==> config.mk <==
export PLATFORM = sky130hd
export DESIGN_NAME = exu_div
export DESIGN_NICKNAME = d
export VERILOG_FILES = /design/src/hdl/div_pkg.sv /design/src/hdl/div_iter.sv /design/src/hdl/div_issue_buf.sv /design/src/hdl/div_wb_ctrl.sv /design/src/hdl/exu_div.sv
export SDC_FILE = /design/constraint.sdc
export NUM_CORES = 1
export LEC_CHECK = 0
export BUFFER_PORTS_ARGS = -buffer_cell sky130_fd_sc_hd__buf_2
export CAP_MARGIN = 0
export CORE_MARGIN = 4
export CORE_UTILIZATION = 67
export CTS_CLUSTER_SIZE = 8
export DETAILED_ROUTE_END_ITERATION = 6
export PLACE_DENSITY = 0.84
export SETUP_SLACK_MARGIN = 0.05
export SLEW_MARGIN = 10
export SYNTH_ARGS = -nofsm -noshare
export SYNTH_HDL_FRONTEND = slang
export SYNTH_SLANG_ARGS = --single-unit
export TNS_END_PERCENT = 10
==> constraint.sdc <==
create_clock -name clk -period 19.1 [get_ports clk]
set_input_delay 0 -clock clk [delete_from_list [all_inputs] [get_ports clk]]
set_output_delay 0 -clock clk [all_outputs]
set_load 0.05 [all_outputs]
==> src/hdl/div_pkg.sv <==
package div_pkg;

    // datapath width
    localparam int unsigned XLEN = 32;

    // register index and commit tag widths
    localparam int unsigned REG_ADDR_W  = 5;
    localparam int unsigned COMMIT_ID_W = 3;

    // one-hot op vector layout
    localparam int unsigned OP_W    = 4;
    localparam int unsigned OP_DIV  = 0;
    localparam int unsigned OP_DIVU = 1;
    localparam int unsigned OP_REM  = 2;
    localparam int unsigned OP_REMU = 3;

    // start to valid, in cycles
    localparam int unsigned DIV_CYCLES = 34;

    // shift-subtract steps, one extra CALC cycle finalizes the result
    localparam int unsigned DIV_ITERS = DIV_CYCLES - 2;
    localparam int unsigned CNT_W     = $clog2(DIV_ITERS + 1);

    typedef logic [XLEN-1:0]        data_t;
    typedef logic [REG_ADDR_W-1:0]  reg_addr_t;
    typedef logic [COMMIT_ID_W-1:0] commit_id_t;
    typedef logic [OP_W-1:0]        div_op_t;

    // divider sequencing
    typedef enum logic [1:0] {
        IDLE = 2'd0,
        CALC = 2'd1,
        DONE = 2'd2
    } div_state_e;

endpackage

==> src/hdl/div_iter.sv <==
module div_iter (
    input  logic             clk,
    input  logic             rst_n,
    input  div_pkg::data_t   dividend_i,
    input  div_pkg::data_t   divisor_i,
    input  div_pkg::div_op_t op_i,
    input  logic             start_i,
    input  logic             ctrl_ready_i,
    output div_pkg::data_t   result_o,
    output logic             busy_o,
    output logic             valid_o
);

    import div_pkg::*;

    div_state_e       state_q;
    logic [CNT_W-1:0] cnt_q;

    // operand conditioning at start
    logic  op_signed;
    logic  a_neg;
    logic  b_neg;
    data_t a_abs;
    data_t b_abs;
    logic  div_zero_d;
    logic  ovf_d;
    logic  start_ok;

    // working registers
    data_t   quo_q;
    data_t   rem_q;
    data_t   dvs_q;
    data_t   dend_q;
    div_op_t op_q;
    logic    neg_quo_q;
    logic    neg_rem_q;
    logic    zero_q;
    logic    ovf_q;
    data_t   result_q;

    // one restoring step
    logic [XLEN:0] rem_sh;
    logic [XLEN:0] diff;

    // final result selection
    logic  is_quo;
    data_t quo_fix;
    data_t rem_fix;
    data_t final_res;

    assign op_signed  = op_i[OP_DIV] | op_i[OP_REM];
    assign a_neg      = op_signed & dividend_i[XLEN-1];
    assign b_neg      = op_signed & divisor_i[XLEN-1];
    assign a_abs      = a_neg ? data_t'(-dividend_i) : dividend_i;
    assign b_abs      = b_neg ? data_t'(-divisor_i) : divisor_i;
    assign div_zero_d = (divisor_i == '0);
    assign ovf_d      = op_signed && (dividend_i == {1'b1, {(XLEN - 1){1'b0}}})
                        && (divisor_i == '1);
    assign start_ok   = (state_q == IDLE) && start_i;

    assign rem_sh = {rem_q, quo_q[XLEN-1]};
    assign diff   = rem_sh - {1'b0, dvs_q};

    assign is_quo  = op_q[OP_DIV] | op_q[OP_DIVU];
    assign quo_fix = neg_quo_q ? data_t'(-quo_q) : quo_q;
    assign rem_fix = neg_rem_q ? data_t'(-rem_q) : rem_q;

    // RISC-V corner cases override the iterated result
    always_comb begin
        if (zero_q) begin
            final_res = is_quo ? '1 : dend_q;
        end else if (ovf_q) begin
            final_res = is_quo ? dend_q : '0;
        end else begin
            final_res = is_quo ? quo_fix : rem_fix;
        end
    end

    always_ff @(posedge clk or negedge rst_n) begin
        if (!rst_n) begin
            state_q <= IDLE;
            cnt_q   <= '0;
        end else begin
            case (state_q)
                IDLE: begin
                    if (start_i) begin
                        state_q <= CALC;
                        cnt_q   <= '0;
                    end
                end
                CALC: begin
                    if (cnt_q == CNT_W'(DIV_ITERS)) begin
                        state_q <= DONE;
                    end else begin
                        cnt_q <= cnt_q + 1'b1;
                    end
                end
                DONE: begin
                    // hold until write-back takes the result
                    if (ctrl_ready_i) begin
                        state_q <= IDLE;
                    end
                end
                default: state_q <= IDLE;
            endcase
        end
    end

    always_ff @(posedge clk) begin
        if (start_ok) begin
            quo_q     <= a_abs;
            rem_q     <= '0;
            dvs_q     <= b_abs;
            dend_q    <= dividend_i;
            op_q      <= op_i;
            neg_quo_q <= a_neg ^ b_neg;
            neg_rem_q <= a_neg;
            zero_q    <= div_zero_d;
            ovf_q     <= ovf_d;
        end else if (state_q == CALC) begin
            if (cnt_q != CNT_W'(DIV_ITERS)) begin
                // no borrow means the divisor fits
                if (!diff[XLEN]) begin
                    rem_q <= diff[XLEN-1:0];
                    quo_q <= {quo_q[XLEN-2:0], 1'b1};
                end else begin
                    rem_q <= rem_sh[XLEN-1:0];
                    quo_q <= {quo_q[XLEN-2:0], 1'b0};
                end
            end else begin
                result_q <= final_res;
            end
        end
    end

    assign result_o = result_q;
    assign busy_o   = (state_q == CALC);
    assign valid_o  = (state_q == DONE);

endmodule

==> src/hdl/div_issue_buf.sv <==
module div_issue_buf (
    input  logic                clk,
    input  logic                rst_n,
    input  logic                req_div_i,
    input  logic                int_assert_i,
    input  div_pkg::reg_addr_t  reg_waddr_i,
    input  div_pkg::commit_id_t commit_id_i,
    input  div_pkg::div_op_t    op_i,
    input  div_pkg::data_t      reg1_rdata_i,
    input  div_pkg::data_t      reg2_rdata_i,
    input  div_pkg::data_t      alu1_bypass_i,
    input  div_pkg::data_t      alu2_bypass_i,
    input  logic                pass_alu1_op1_i,
    input  logic                pass_alu2_op1_i,
    input  logic                pass_alu1_op2_i,
    input  logic                pass_alu2_op2_i,
    input  logic                div0_busy_i,
    input  logic                div0_valid_i,
    input  logic                div1_busy_i,
    input  logic                div1_valid_i,
    output div_pkg::data_t      dividend_o,
    output div_pkg::data_t      divisor_o,
    output div_pkg::div_op_t    op_o,
    output div_pkg::reg_addr_t  waddr_o,
    output div_pkg::commit_id_t cid_o,
    output logic                start0_o,
    output logic                start1_o,
    output logic                div_stall_o
);

    import div_pkg::*;

    // resolved live operands
    data_t op1_res;
    data_t op2_res;

    logic req_live;
    logic div0_avail;
    logic div1_avail;
    logic issue_req;
    logic any_start;
    logic buf_load;

    // one-entry request buffer
    logic       buf_valid_q;
    data_t      buf_dividend_q;
    data_t      buf_divisor_q;
    div_op_t    buf_op_q;
    reg_addr_t  buf_waddr_q;
    commit_id_t buf_cid_q;

    // ALU1 bypass wins over ALU2, then the register file
    assign op1_res = pass_alu1_op1_i ? alu1_bypass_i :
                     pass_alu2_op1_i ? alu2_bypass_i : reg1_rdata_i;
    assign op2_res = pass_alu1_op2_i ? alu1_bypass_i :
                     pass_alu2_op2_i ? alu2_bypass_i : reg2_rdata_i;

    // interrupt cancels the live request
    assign req_live = req_div_i && !int_assert_i;

    assign div0_avail = !div0_busy_i && !div0_valid_i;
    assign div1_avail = !div1_busy_i && !div1_valid_i;

    // buffered request goes first
    assign issue_req = buf_valid_q || req_live;
    assign start0_o  = issue_req && div0_avail;
    assign start1_o  = issue_req && !div0_avail && div1_avail;
    assign any_start = start0_o || start1_o;

    assign buf_load = !buf_valid_q && req_live && !div0_avail && !div1_avail;

    assign dividend_o = buf_valid_q ? buf_dividend_q : op1_res;
    assign divisor_o  = buf_valid_q ? buf_divisor_q : op2_res;
    assign op_o       = buf_valid_q ? buf_op_q : op_i;
    assign waddr_o    = buf_valid_q ? buf_waddr_q : reg_waddr_i;
    assign cid_o      = buf_valid_q ? buf_cid_q : commit_id_i;

    // source holds its request while the buffer is occupied
    assign div_stall_o = buf_valid_q && req_live;

    always_ff @(posedge clk or negedge rst_n) begin
        if (!rst_n) begin
            buf_valid_q <= 1'b0;
        end else if (buf_load) begin
            buf_valid_q <= 1'b1;
        end else if (buf_valid_q && any_start) begin
            buf_valid_q <= 1'b0;
        end
    end

    always_ff @(posedge clk) begin
        if (buf_load) begin
            buf_dividend_q <= op1_res;
            buf_divisor_q  <= op2_res;
            buf_op_q       <= op_i;
            buf_waddr_q    <= reg_waddr_i;
            buf_cid_q      <= commit_id_i;
        end
    end

endmodule

==> src/hdl/div_wb_ctrl.sv <==
module div_wb_ctrl (
    input  logic                clk,
    input  logic                rst_n,
    input  logic                start0_i,
    input  logic                start1_i,
    input  div_pkg::reg_addr_t  waddr_i,
    input  div_pkg::commit_id_t cid_i,
    input  logic                div0_valid_i,
    input  logic                div1_valid_i,
    input  logic                div0_busy_i,
    input  logic                div1_busy_i,
    input  div_pkg::data_t      div0_result_i,
    input  div_pkg::data_t      div1_result_i,
    input  logic                wb_ready_i,
    output logic                ready0_o,
    output logic                ready1_o,
    output logic                reg_we_o,
    output div_pkg::reg_addr_t  reg_waddr_o,
    output div_pkg::data_t      reg_wdata_o,
    output div_pkg::commit_id_t commit_id_o
);

    import div_pkg::*;

    // per-divider tags
    reg_addr_t  tag0_waddr_q;
    reg_addr_t  tag1_waddr_q;
    commit_id_t tag0_cid_q;
    commit_id_t tag1_cid_q;

    // write-after-write marks
    logic mark0_q;
    logic mark1_q;

    logic occ0;
    logic occ1;
    logic sel0;
    logic sel1;
    logic grant0;
    logic grant1;
    logic accept0;
    logic accept1;

    // a presented result not yet taken keeps its slot
    logic hold_q;
    logic hold_sel1_q;

    assign occ0 = div0_busy_i || div0_valid_i;
    assign occ1 = div1_busy_i || div1_valid_i;

    assign sel0 = div0_valid_i && !mark0_q;
    assign sel1 = div1_valid_i && !mark1_q;

    // div0 first unless div1 is already on the port
    assign grant1 = sel1 && (hold_q ? hold_sel1_q : !sel0);
    assign grant0 = sel0 && !grant1;

    assign accept0 = grant0 && wb_ready_i;
    assign accept1 = grant1 && wb_ready_i;

    assign ready0_o = accept0;
    assign ready1_o = accept1;

    always_ff @(posedge clk) begin
        if (start0_i) begin
            tag0_waddr_q <= waddr_i;
            tag0_cid_q   <= cid_i;
        end
        if (start1_i) begin
            tag1_waddr_q <= waddr_i;
            tag1_cid_q   <= cid_i;
        end
    end

    always_ff @(posedge clk or negedge rst_n) begin
        if (!rst_n) begin
            mark0_q     <= 1'b0;
            mark1_q     <= 1'b0;
            hold_q      <= 1'b0;
            hold_sel1_q <= 1'b0;
        end else begin
            // younger write waits while the older one to the same rd is live
            if (start0_i) begin
                mark0_q <= occ1 && !accept1 && (tag1_waddr_q == waddr_i);
            end else if (accept1) begin
                mark0_q <= 1'b0;
            end
            if (start1_i) begin
                mark1_q <= occ0 && !accept0 && (tag0_waddr_q == waddr_i);
            end else if (accept0) begin
                mark1_q <= 1'b0;
            end
            hold_q      <= reg_we_o && !wb_ready_i;
            hold_sel1_q <= grant1;
        end
    end

    assign reg_we_o    = grant0 || grant1;
    assign reg_wdata_o = grant0 ? div0_result_i :
                         grant1 ? div1_result_i : '0;
    assign reg_waddr_o = grant0 ? tag0_waddr_q :
                         grant1 ? tag1_waddr_q : '0;
    assign commit_id_o = grant0 ? tag0_cid_q :
                         grant1 ? tag1_cid_q : '0;

endmodule

==> src/hdl/exu_div.sv <==
module exu_div (
    input  logic                clk,
    input  logic                rst_n,
    input  logic                req_div_i,
    input  div_pkg::reg_addr_t  reg_waddr_i,
    input  div_pkg::commit_id_t commit_id_i,
    input  logic                op_div_i,
    input  logic                op_divu_i,
    input  logic                op_rem_i,
    input  logic                op_remu_i,
    input  div_pkg::data_t      reg1_rdata_i,
    input  div_pkg::data_t      reg2_rdata_i,
    input  div_pkg::data_t      alu1_bypass_i,
    input  div_pkg::data_t      alu2_bypass_i,
    input  logic                pass_alu1_op1_i,
    input  logic                pass_alu2_op1_i,
    input  logic                pass_alu1_op2_i,
    input  logic                pass_alu2_op2_i,
    input  logic                int_assert_i,
    output logic                div_stall_o,
    input  logic                wb_ready_i,
    output logic                reg_we_o,
    output div_pkg::reg_addr_t  reg_waddr_o,
    output div_pkg::data_t      reg_wdata_o,
    output div_pkg::commit_id_t commit_id_o
);

    import div_pkg::*;

    // request presented to both dividers
    data_t      dividend;
    data_t      divisor;
    div_op_t    op;
    reg_addr_t  waddr;
    commit_id_t cid;
    logic       start0;
    logic       start1;

    // divider status and results
    logic  div0_busy;
    logic  div0_valid;
    logic  div1_busy;
    logic  div1_valid;
    data_t div0_result;
    data_t div1_result;
    logic  ready0;
    logic  ready1;

    div_issue_buf u_issue (
        .clk            (clk),
        .rst_n          (rst_n),
        .req_div_i      (req_div_i),
        .int_assert_i   (int_assert_i),
        .reg_waddr_i    (reg_waddr_i),
        .commit_id_i    (commit_id_i),
        .op_i           ({op_remu_i, op_rem_i, op_divu_i, op_div_i}),
        .reg1_rdata_i   (reg1_rdata_i),
        .reg2_rdata_i   (reg2_rdata_i),
        .alu1_bypass_i  (alu1_bypass_i),
        .alu2_bypass_i  (alu2_bypass_i),
        .pass_alu1_op1_i(pass_alu1_op1_i),
        .pass_alu2_op1_i(pass_alu2_op1_i),
        .pass_alu1_op2_i(pass_alu1_op2_i),
        .pass_alu2_op2_i(pass_alu2_op2_i),
        .div0_busy_i    (div0_busy),
        .div0_valid_i   (div0_valid),
        .div1_busy_i    (div1_busy),
        .div1_valid_i   (div1_valid),
        .dividend_o     (dividend),
        .divisor_o      (divisor),
        .op_o           (op),
        .waddr_o        (waddr),
        .cid_o          (cid),
        .start0_o       (start0),
        .start1_o       (start1),
        .div_stall_o    (div_stall_o)
    );

    div_iter u_div0 (
        .clk         (clk),
        .rst_n       (rst_n),
        .dividend_i  (dividend),
        .divisor_i   (divisor),
        .op_i        (op),
        .start_i     (start0),
        .ctrl_ready_i(ready0),
        .result_o    (div0_result),
        .busy_o      (div0_busy),
        .valid_o     (div0_valid)
    );

    div_iter u_div1 (
        .clk         (clk),
        .rst_n       (rst_n),
        .dividend_i  (dividend),
        .divisor_i   (divisor),
        .op_i        (op),
        .start_i     (start1),
        .ctrl_ready_i(ready1),
        .result_o    (div1_result),
        .busy_o      (div1_busy),
        .valid_o     (div1_valid)
    );

    div_wb_ctrl u_wb (
        .clk          (clk),
        .rst_n        (rst_n),
        .start0_i     (start0),
        .start1_i     (start1),
        .waddr_i      (waddr),
        .cid_i        (cid),
        .div0_valid_i (div0_valid),
        .div1_valid_i (div1_valid),
        .div0_busy_i  (div0_busy),
        .div1_busy_i  (div1_busy),
        .div0_result_i(div0_result),
        .div1_result_i(div1_result),
        .wb_ready_i   (wb_ready_i),
        .ready0_o     (ready0),
        .ready1_o     (ready1),
        .reg_we_o     (reg_we_o),
        .reg_waddr_o  (reg_waddr_o),
        .reg_wdata_o  (reg_wdata_o),
        .commit_id_o  (commit_id_o)
    );

endmodule

==> results of run 1 <==
-- cells by family after synthesis --
family,after synthesis,synth area share (%)
compound gates,884,19.8
xor+xnor,252,7.96
fa+ha+maj,84,3.85
buf+inv,302,4.18
flops,444,45.4
mux,168,6.18
simple gates,748,12.6
-- flip-flops by register name, indices dropped and copies added, names as in the netlist, 5 cells and up --
register and cells:
u_issue.buf_waddr_q 5, u_div0.quo_q 32, u_issue.buf_divisor_q 32, u_div1.result_o 32
u_div0.rem_q 32, u_div0.dvs_q 32, u_div1.rem_q 32, u_wb.tag0_waddr_q 5
u_div1.dend_q 32, u_div1.cnt_q 6, u_div0.cnt_q 6, u_div1.quo_q 32
u_wb.tag1_waddr_q 5, u_issue.buf_dividend_q 32, u_div0.result_o 32, u_div1.dvs_q 32
u_div0.dend_q 32
-- routing by layer --
layer	vias up	track usage, %
met3	312	8.86
met2	1708	64.8
met5	-	0
li1	11091	-
met4	0	18.6
met1	11838	49.9
-- placed cells by master, fill, tap and decap left out, types with 15 or more instances in the layout --
| cell | n |
|---|---|
| nand2b_1 | 22 |
| o21a_1 | 18 |
| nor2_1 | 146 |
| a22o_1 | 40 |
| nor2b_1 | 20 |
| a22oi_1 | 50 |
| nand4_1 | 19 |
| a21o_1 | 17 |
| buf_4 | 37 |
| a21oi_1 | 178 |
| clkbuf_16 | 61 |
| mux2i_1 | 142 |
| edfxtp_1 | 359 |
| nand3_1 | 40 |
| a32oi_1 | 20 |
| or3_1 | 19 |
| buf_2 | 189 |
| inv_1 | 139 |
| nor3_1 | 44 |
| dlygate4sd3_1 | 96 |
| a31oi_1 | 20 |
| o211ai_1 | 65 |
| clkbuf_1 | 35 |
| dfxtp_1 | 64 |
| dfrtp_1 | 20 |
| o31ai_1 | 47 |
| ha_1 | 82 |
| o21ai_0 | 332 |
| a211oi_1 | 15 |
| nor4_1 | 23 |
| xnor2_1 | 185 |
| nand2_1 | 323 |
| or4_1 | 17 |
| mux2_2 | 26 |
| o41ai_1 | 22 |
| xor2_1 | 64 |
-- power by group through the flow --
stage	Combinational (W)	Sequential [W]	Clock, W
after floorplan	0.00172	0.00157	0
after global placement	0.00225	0.00167	0
after detailed placement	0.00232	0.00168	0
after CTS	0.00236	0.00167	0.000993
after global routing	0.00260	0.00171	0.00104
final	0.00242	0.00169	0.000995
-- area by class of cell --
class | count | area (um2)
multi-input combinational | 2136 | 14000
sequential | 444 | 12600
tap | 532 | 666
antenna | 1 | 2.50
clock inverter | 2 | 46.3
timing repair buffer | 323 | 2190
clock buffer | 97 | 1670
fill | 2626 | 9090
inverter | 142 | 533
-- per-stage QoR --
step                instance area [um2]  setup slack (ns)  power (W)  utilization (%)  cells
floorplan                         27700              8.83    0.00329                -   2882
global placement                  29000             14.48    0.00392             71.1   3480
detailed placement                29000             14.32    0.00400             71.1   3480
CTS                               31700             14.25    0.00502             77.7   3675
global route                      31700             13.95    0.00534             77.7   3677
finish                            31700             14.27    0.00511             77.7   3677
-- worst max-delay path by stage --
stage / slack, ns / depth (start not counted) / to
floorplan: 8.83 / 7 / u_issue.buf_cid_q[0]
global placement: 14.48 / 9 / u_div0.quo_q[3]
detailed placement: 14.32 / 9 / u_div0.quo_q[2]
CTS: 14.25 / 9 / u_div0.quo_q[20]
global route: 13.95 / 9 / u_div0.quo_q[20]
finish: 14.27 / 9 / u_div0.quo_q[1]
-- worst min-delay path, cell delays in order --
cell and delay (ns):
buf_2 0.10, mux2i_1 0.12, o21ai_0 0.20
==> results.tsv, run 1 <==
stage	metric	value	unit
clocking	CTS HTree Levels	2	
worst_setup_path	Setup CP Type	flop to flop	
worst_setup_path	Worst setup SP type	flop	
clocking	clock sink count	444	
clocking	CTS Root Cell	clkbuf_16	
detailed_routing	drt drc	1	
global_route	vias in the first global route	23585	
run_status	outcome	complete, but fails checks	
synth	synthesized area	0.0277	mm2
job	max cap viols	0	
floorplanning	Die Width	211	um
clocking	TritonCTS buffer count	61	
worst_setup_path	CP delay by family, top	buffers and inverters	
floorplanning	IO Count	191	
timing	Least-Margin Pin Slew	1.28	ns
detailed_routing	number of vias per cell	6.79	
worst_setup_path	crit path buf inv count	5	
floorplanning	initial core utilization	67.9	%
min_path	Hold EP	u_issue.buf_divisor_q[4]	
clocking	cts repair resizes	0	
worst_setup_path	critical-path cell list	a21oi_1, nor2_1, nand2_2, buf_4, inv_2, buf_4, nor2_1, inv_1, buf_4	
floorplanning	core area	0.0408	mm2
worst_setup_path	CP Capture Type	flop	
power_and_ir_drop	combinational share of power	47.4	%
clocking	later-pin clock latency in the skew report	0.62	ns
detailed_routing	WL met1	33400	um
detailed_routing	highest metal used	met4	
worst_setup_path	Worst Reg-to-Reg Cells	9	
worst_setup_path	Critical R2R Capture	u_div0.quo_q[1]	
detailed_routing	Antenna Nets Post-Route	0	
power_and_ir_drop	Power Density	161	mW/mm2
timing	Final setup viols	0	
detailed_routing	WL met2	42300	um
floorplanning	die height	211	um
global_route	largest net degree at the start of global routing	91	
finish	Nets	3341	
worst_setup_path	Worst Setup SP	u_issue.buf_valid_q	
detailed_routing	initial drt markers	3254	
synth	Synth top area share	38.9	%
detailed_routing	first drt pass iteration count	7	
synth	commonest cells in the synthesized netlist	edfxtp_1 (359), o21ai_0 (333), nand2_1 (325), xnor2_1 (186), a21oi_1 (178)	
global_route	global-route wire length before repair	137000	um
worst_setup_path	Max stage delay on crit path	0.85	ns
synth	leading post-synthesis cells by cell area	edfxtp_1 (39%), o21ai_0 (6.0%), xnor2_1 (5.9%)	
worst_setup_path	critical path arrival	5.10	ns
min_path	Cells on Worst Hold Path	3	
min_path	Min-Delay Path Class	primary input to flop	
synth	FFs w/ async S/R, synth	4.73	%
floorplanning	Die ar.	0.0447	mm2
synth	Seq/Total Area, Yosys	45.4	%
clocking	# Post-CTS Setup Buffers	0	
power_and_ir_drop	NetSw	0.00227	W
synth	Gate Count Post-Synth	2882	
clocking	hold buffers post-CTS	96	
synth	number of synthesized register bits	444	
synth	most numerous cell in the Yosys netlist	edfxtp_1	
timing	relative slew slack	13.7	%
clocking	CTS tree	yes	
timing	fin crit share	25.3	%
detailed_routing	Avg WL per Cell	24.7	um
power_and_ir_drop	Clk pwr share	19.5	%
global_route	gr usage total	39.4	%
power_and_ir_drop	Leakage	12.1	nW
worst_setup_path	R2R setup slack	14.27	ns
run_status	failing checks	design-rule violations	
detailed_routing	metal3 WL	10000	um
timing	unrepaired setup endpoints after global routing	false	
min_path	Worst Min Path Start	reg2_rdata_i[4]	
synth	Avg Synthesized Cell Area	9.62	um2
timing	setup_tns	0	ns
synth	Unique masters post-synth	69	
synth	Post-synth EDFFs	359	
clocking	CTS max path bufs	3	
power_and_ir_drop	sequential power share	33.1	%
power_and_ir_drop	Internal	0.00284	W
finish	Area Growth Syn to Fin	14.5	%
finish	share of cells above drive strength 1	11.1	%
placement	port bufs	189	
power_and_ir_drop	VDD IR max	0.0888	mV
timing	Fmax	207	MHz
detailed_routing	vias post-DR	24949	
global_route	initial antenna violation count	1	
power_and_ir_drop	Switching Fraction	44.4	%
timing	Slew Limit Fails	0	
clocking	Reg clk slew, reported paths	0.05	ns
worst_setup_path	CP most frequent cell	buf_4	
worst_setup_path	Critical Path RT	19.37	ns
timing	worst hold slack	0.0334	ns
timing	Clock Skews	0.0205	ns
synth	Synth area leader	edfxtp_1	
worst_setup_path	reg2reg start	u_issue.buf_valid_q	
timing	final hold violation count	0	
global_route	gr ovfl total	0	
detailed_routing	routed wire length	90900	um
placement	DP HPWL	65300	um
synth	Syn Nets	3115	
worst_setup_path	CP Max Fanout	83	
floorplanning	Cell Rows	74	
timing	fin crit period	4.83	ns
synth	ys flop type	edfxtp_1	
worst_setup_path	slowest CP cell	dfrtp_4	
synth	Yosys warnings	0	
placement	gpl congestion	1.01	
Note: power is estimated with default switching activity, not from simulation.
==> inputs of run 2 (changes only) <==
Settings changed: CORE_UTILIZATION 67 to 62, PLACE_DENSITY 0.84 to 0.78.
Clock period 19.1 ns to 4.7 ns, I/O delays scaled along.
==> run 2 against run 1 <==
Net effect:
- the run still ends with design-rule violations left
- global-route usage shrank 3.6 points
- cell area is 0.83% higher
- clock-buffer cell count increased by 2
- utilization shrank 5.4 points
==> results.tsv, run 2 (synthesized netlist as in run 1, its figures left out) <==
stage	metric	value	unit	change
run_status	outcome	complete, but fails checks		
run_status	failing checks	design-rule violations		
clocking	CTS Root Cell	clkbuf_16		
timing	setup_tns	0	ns	unchanged
timing	Final setup viols	0		unchanged
worst_setup_path	CP Capture Type	flop		
detailed_routing	drt drc	5		+4
floorplanning	core area	0.0442	mm2	+8.3%
clocking	CTS HTree Levels	2		unchanged
timing	Clock Skews	0.0236	ns	+0.00312 ns
finish	diode count	0		-1
global_route	largest net degree at the start of global routing	90		-1.1%
floorplanning	Cell Rows	77		+4.1%
power_and_ir_drop	combinational share of power	47.7	%	+0.3 points
worst_setup_path	CP Max Fanout	24		-71%
power_and_ir_drop	Internal	0.0116	W	+310%
min_path	Min-Delay Path Class	primary input to flop		
power_and_ir_drop	NetSw	0.00917	W	+300%
clocking	CTS max path bufs	3		unchanged
detailed_routing	vias post-DR	24246		-2.8%
clocking	clock sink count	444		unchanged
floorplanning	Die Width	219	um	+3.8%
finish	FILL cells	3186		+21%
timing	worst hold slack	0.0525	ns	+0.0191 ns
finish	most frequent cells in the layout	edfxtp_1 (359), o21ai_0 (332), nand2_1 (323)		
detailed_routing	routed wire length	88100	um	-3.1%
timing	fin crit period	3.80	ns	-1.04 ns
worst_setup_path	critical path arrival	4.34	ns	-0.76 ns
power_and_ir_drop	Power, Total	0.0208	W	+310%
min_path	Cells on Worst Hold Path	3		unchanged
job	max cap viols	0		unchanged
detailed_routing	first drt pass iteration count	7		unchanged
timing	Least-Margin Pin Slew	1.29	ns	+0.00616 ns
global_route	gr usage total	35.8	%	-3.6 points
worst_setup_path	R2R setup slack	0.90	ns	-13.36 ns
clocking	later-pin clock latency in the skew report	0.63	ns	about the same
worst_setup_path	reg2reg start	u_div0.quo_q[31]		
detailed_routing	number of vias per cell	6.46		-4.8%
placement	DP HPWL	64400	um	-1.4%
worst_setup_path	Critical R2R Capture	u_div0.rem_q[21]		
placement	gpl congestion	1.01		about the same
floorplanning	die height	219	um	+3.8%
clocking	Reg clk slew, reported paths	0.05	ns	about the same
min_path	Hold EP	u_issue.buf_dividend_q[12]		
floorplanning	Die ar.	0.0482	mm2	+7.8%
timing	final hold violation count	0		unchanged
floorplanning	IO Count	191		unchanged
finish	fin util	72.4	%	-5.4 points
worst_setup_path	Critical Path RT	5.24	ns	-14.13 ns
worst_setup_path	Setup CP Type	flop to flop		
finish	Nets	3357		+0.48%
min_path	Worst Min Path Start	reg1_rdata_i[12]		
finish	Area Growth Syn to Fin	15.4	%	
global_route	global-route wire length before repair	132000	um	-3.2%
global_route	gr ovfl total	0		unchanged
detailed_routing	Antenna Nets Post-Route	0		unchanged
global_route	initial antenna violation count	2		+1
power_and_ir_drop	Switching Fraction	44.2	%	-0.24 points
placement	port bufs	189		unchanged
power_and_ir_drop	sequential power share	32.8	%	-0.3 points
detailed_routing	Avg WL per Cell	23.5	um	-5.1%
power_and_ir_drop	Leakage	12.2	nW	+0.68%
floorplanning	initial core utilization	62.7	%	-5.2 points
power_and_ir_drop	Power Density	649	mW/mm2	+300%
detailed_routing	initial drt markers	3011		-7.5%
finish	commonest non-fill, non-tap cell in the layout	edfxtp_1		
timing	relative slew slack	13.3	%	-0.41 points
timing	unrepaired setup endpoints after global routing	false		
worst_setup_path	Worst setup SP type	flop		
clocking	CTS tree	yes		
timing	Slew Limit Fails	0		unchanged
global_route	vias in the first global route	23117		-2.0%
worst_setup_path	Worst Reg-to-Reg Cells	12		+3
clocking	TritonCTS buffer count	61		unchanged
finish	share of cells above drive strength 1	11.4	%	+0.22 points
power_and_ir_drop	VDD IR max	0.392	mV	+340%
timing	fin crit share	80.8	%	+55 points
timing	Fmax	263	MHz	+27%
power_and_ir_drop	Clk pwr share	19.5	%	about the same
-- run 2: layout make-up --
type	instances	area, um2	area share [%]
clock buffer	99	1680	5.25
clock inverter	2	46.3	0.145
inverter	142	537	1.68
multi-input combinational	2136	14000	43.9
sequential	444	12600	39.3
tap	592	741	2.31
timing repair buffer	339	2360	7.39
-- run 2: repair_timing --
action / in CTS / in global routing
hold buffers: 102 / 0
gates resized for setup: 0 / 0
endpoints found under the hold margin: 119 / 0
endpoints found under the setup margin: 0 / 0
buffers inserted: 0 / 0
-- run 2: power by group through the flow --
stage                     logic [W]  clock network, W  registers (W)
after floorplan             0.00700                 0        0.00637
after global placement      0.00934                 0        0.00675
after detailed placement    0.00957                 0        0.00682
after CTS                   0.00972           0.00407        0.00675
after global routing         0.0107           0.00424        0.00690
final                       0.00991           0.00404        0.00682
-- run 2: per-layer routing --
metal | vias up | routed length, um | global-route usage, %
met4 | 0 | 4310 | 15.5
met3 | 224 | 9000 | 7.38
met5 | - | 0 | 0
met1 | 11543 | 34500 | 47.3
li1 | 11133 | - | -
met2 | 1346 | 40200 | 57.4
-- run 2: per-stage QoR --
stage	setup slack [ns]	std cells	area [um2]
3_5_place_dp	0.989	3551	29300
2_1_floorplan	0.0489	2882	27700
5_1_grt	0.657	3754	32000
3_3_place_gp	1.06	3551	29300
6_report	0.902	3754	32000
4_1_cts	1.00	3754	32000
-- run 2: how the worst max path moves through the flow --
| stage | slack, ns | endpoint | cells after the start | start |
|---|---|---|---|---|
| after floorplan | 0.05 | u_div0.quo_q[0] | 9 | u_issue.buf_valid_q |
| after global placement | 1.06 | u_div0.dvs_q[22] | 9 | u_issue.buf_valid_q |
| after detailed placement | 0.99 | u_div0.quo_q[30] | 10 | pass_alu2_op1_i |
| after CTS | 1.00 | u_div0.rem_q[21] | 12 | u_div0.quo_q[31] |
| after global routing | 0.66 | u_div1.rem_q[12] | 12 | u_div1.rem_q[0] |
| final | 0.90 | u_div0.rem_q[21] | 12 | u_div0.quo_q[31] |
-- run 2: worst max-delay path, stage by stage (launching register included) --
cell       delay [ns]
edfxtp_1         0.41
inv_1            0.07
ha_1             0.21
fa_1             0.41
nor2b_1          0.20
o2111ai_1        0.15
a21boi_0         0.43
o21ai_0          0.24
a31oi_1          0.48
xor2_2           0.16
buf_4            0.39
nand4_1          0.32
o21ai_0          0.23
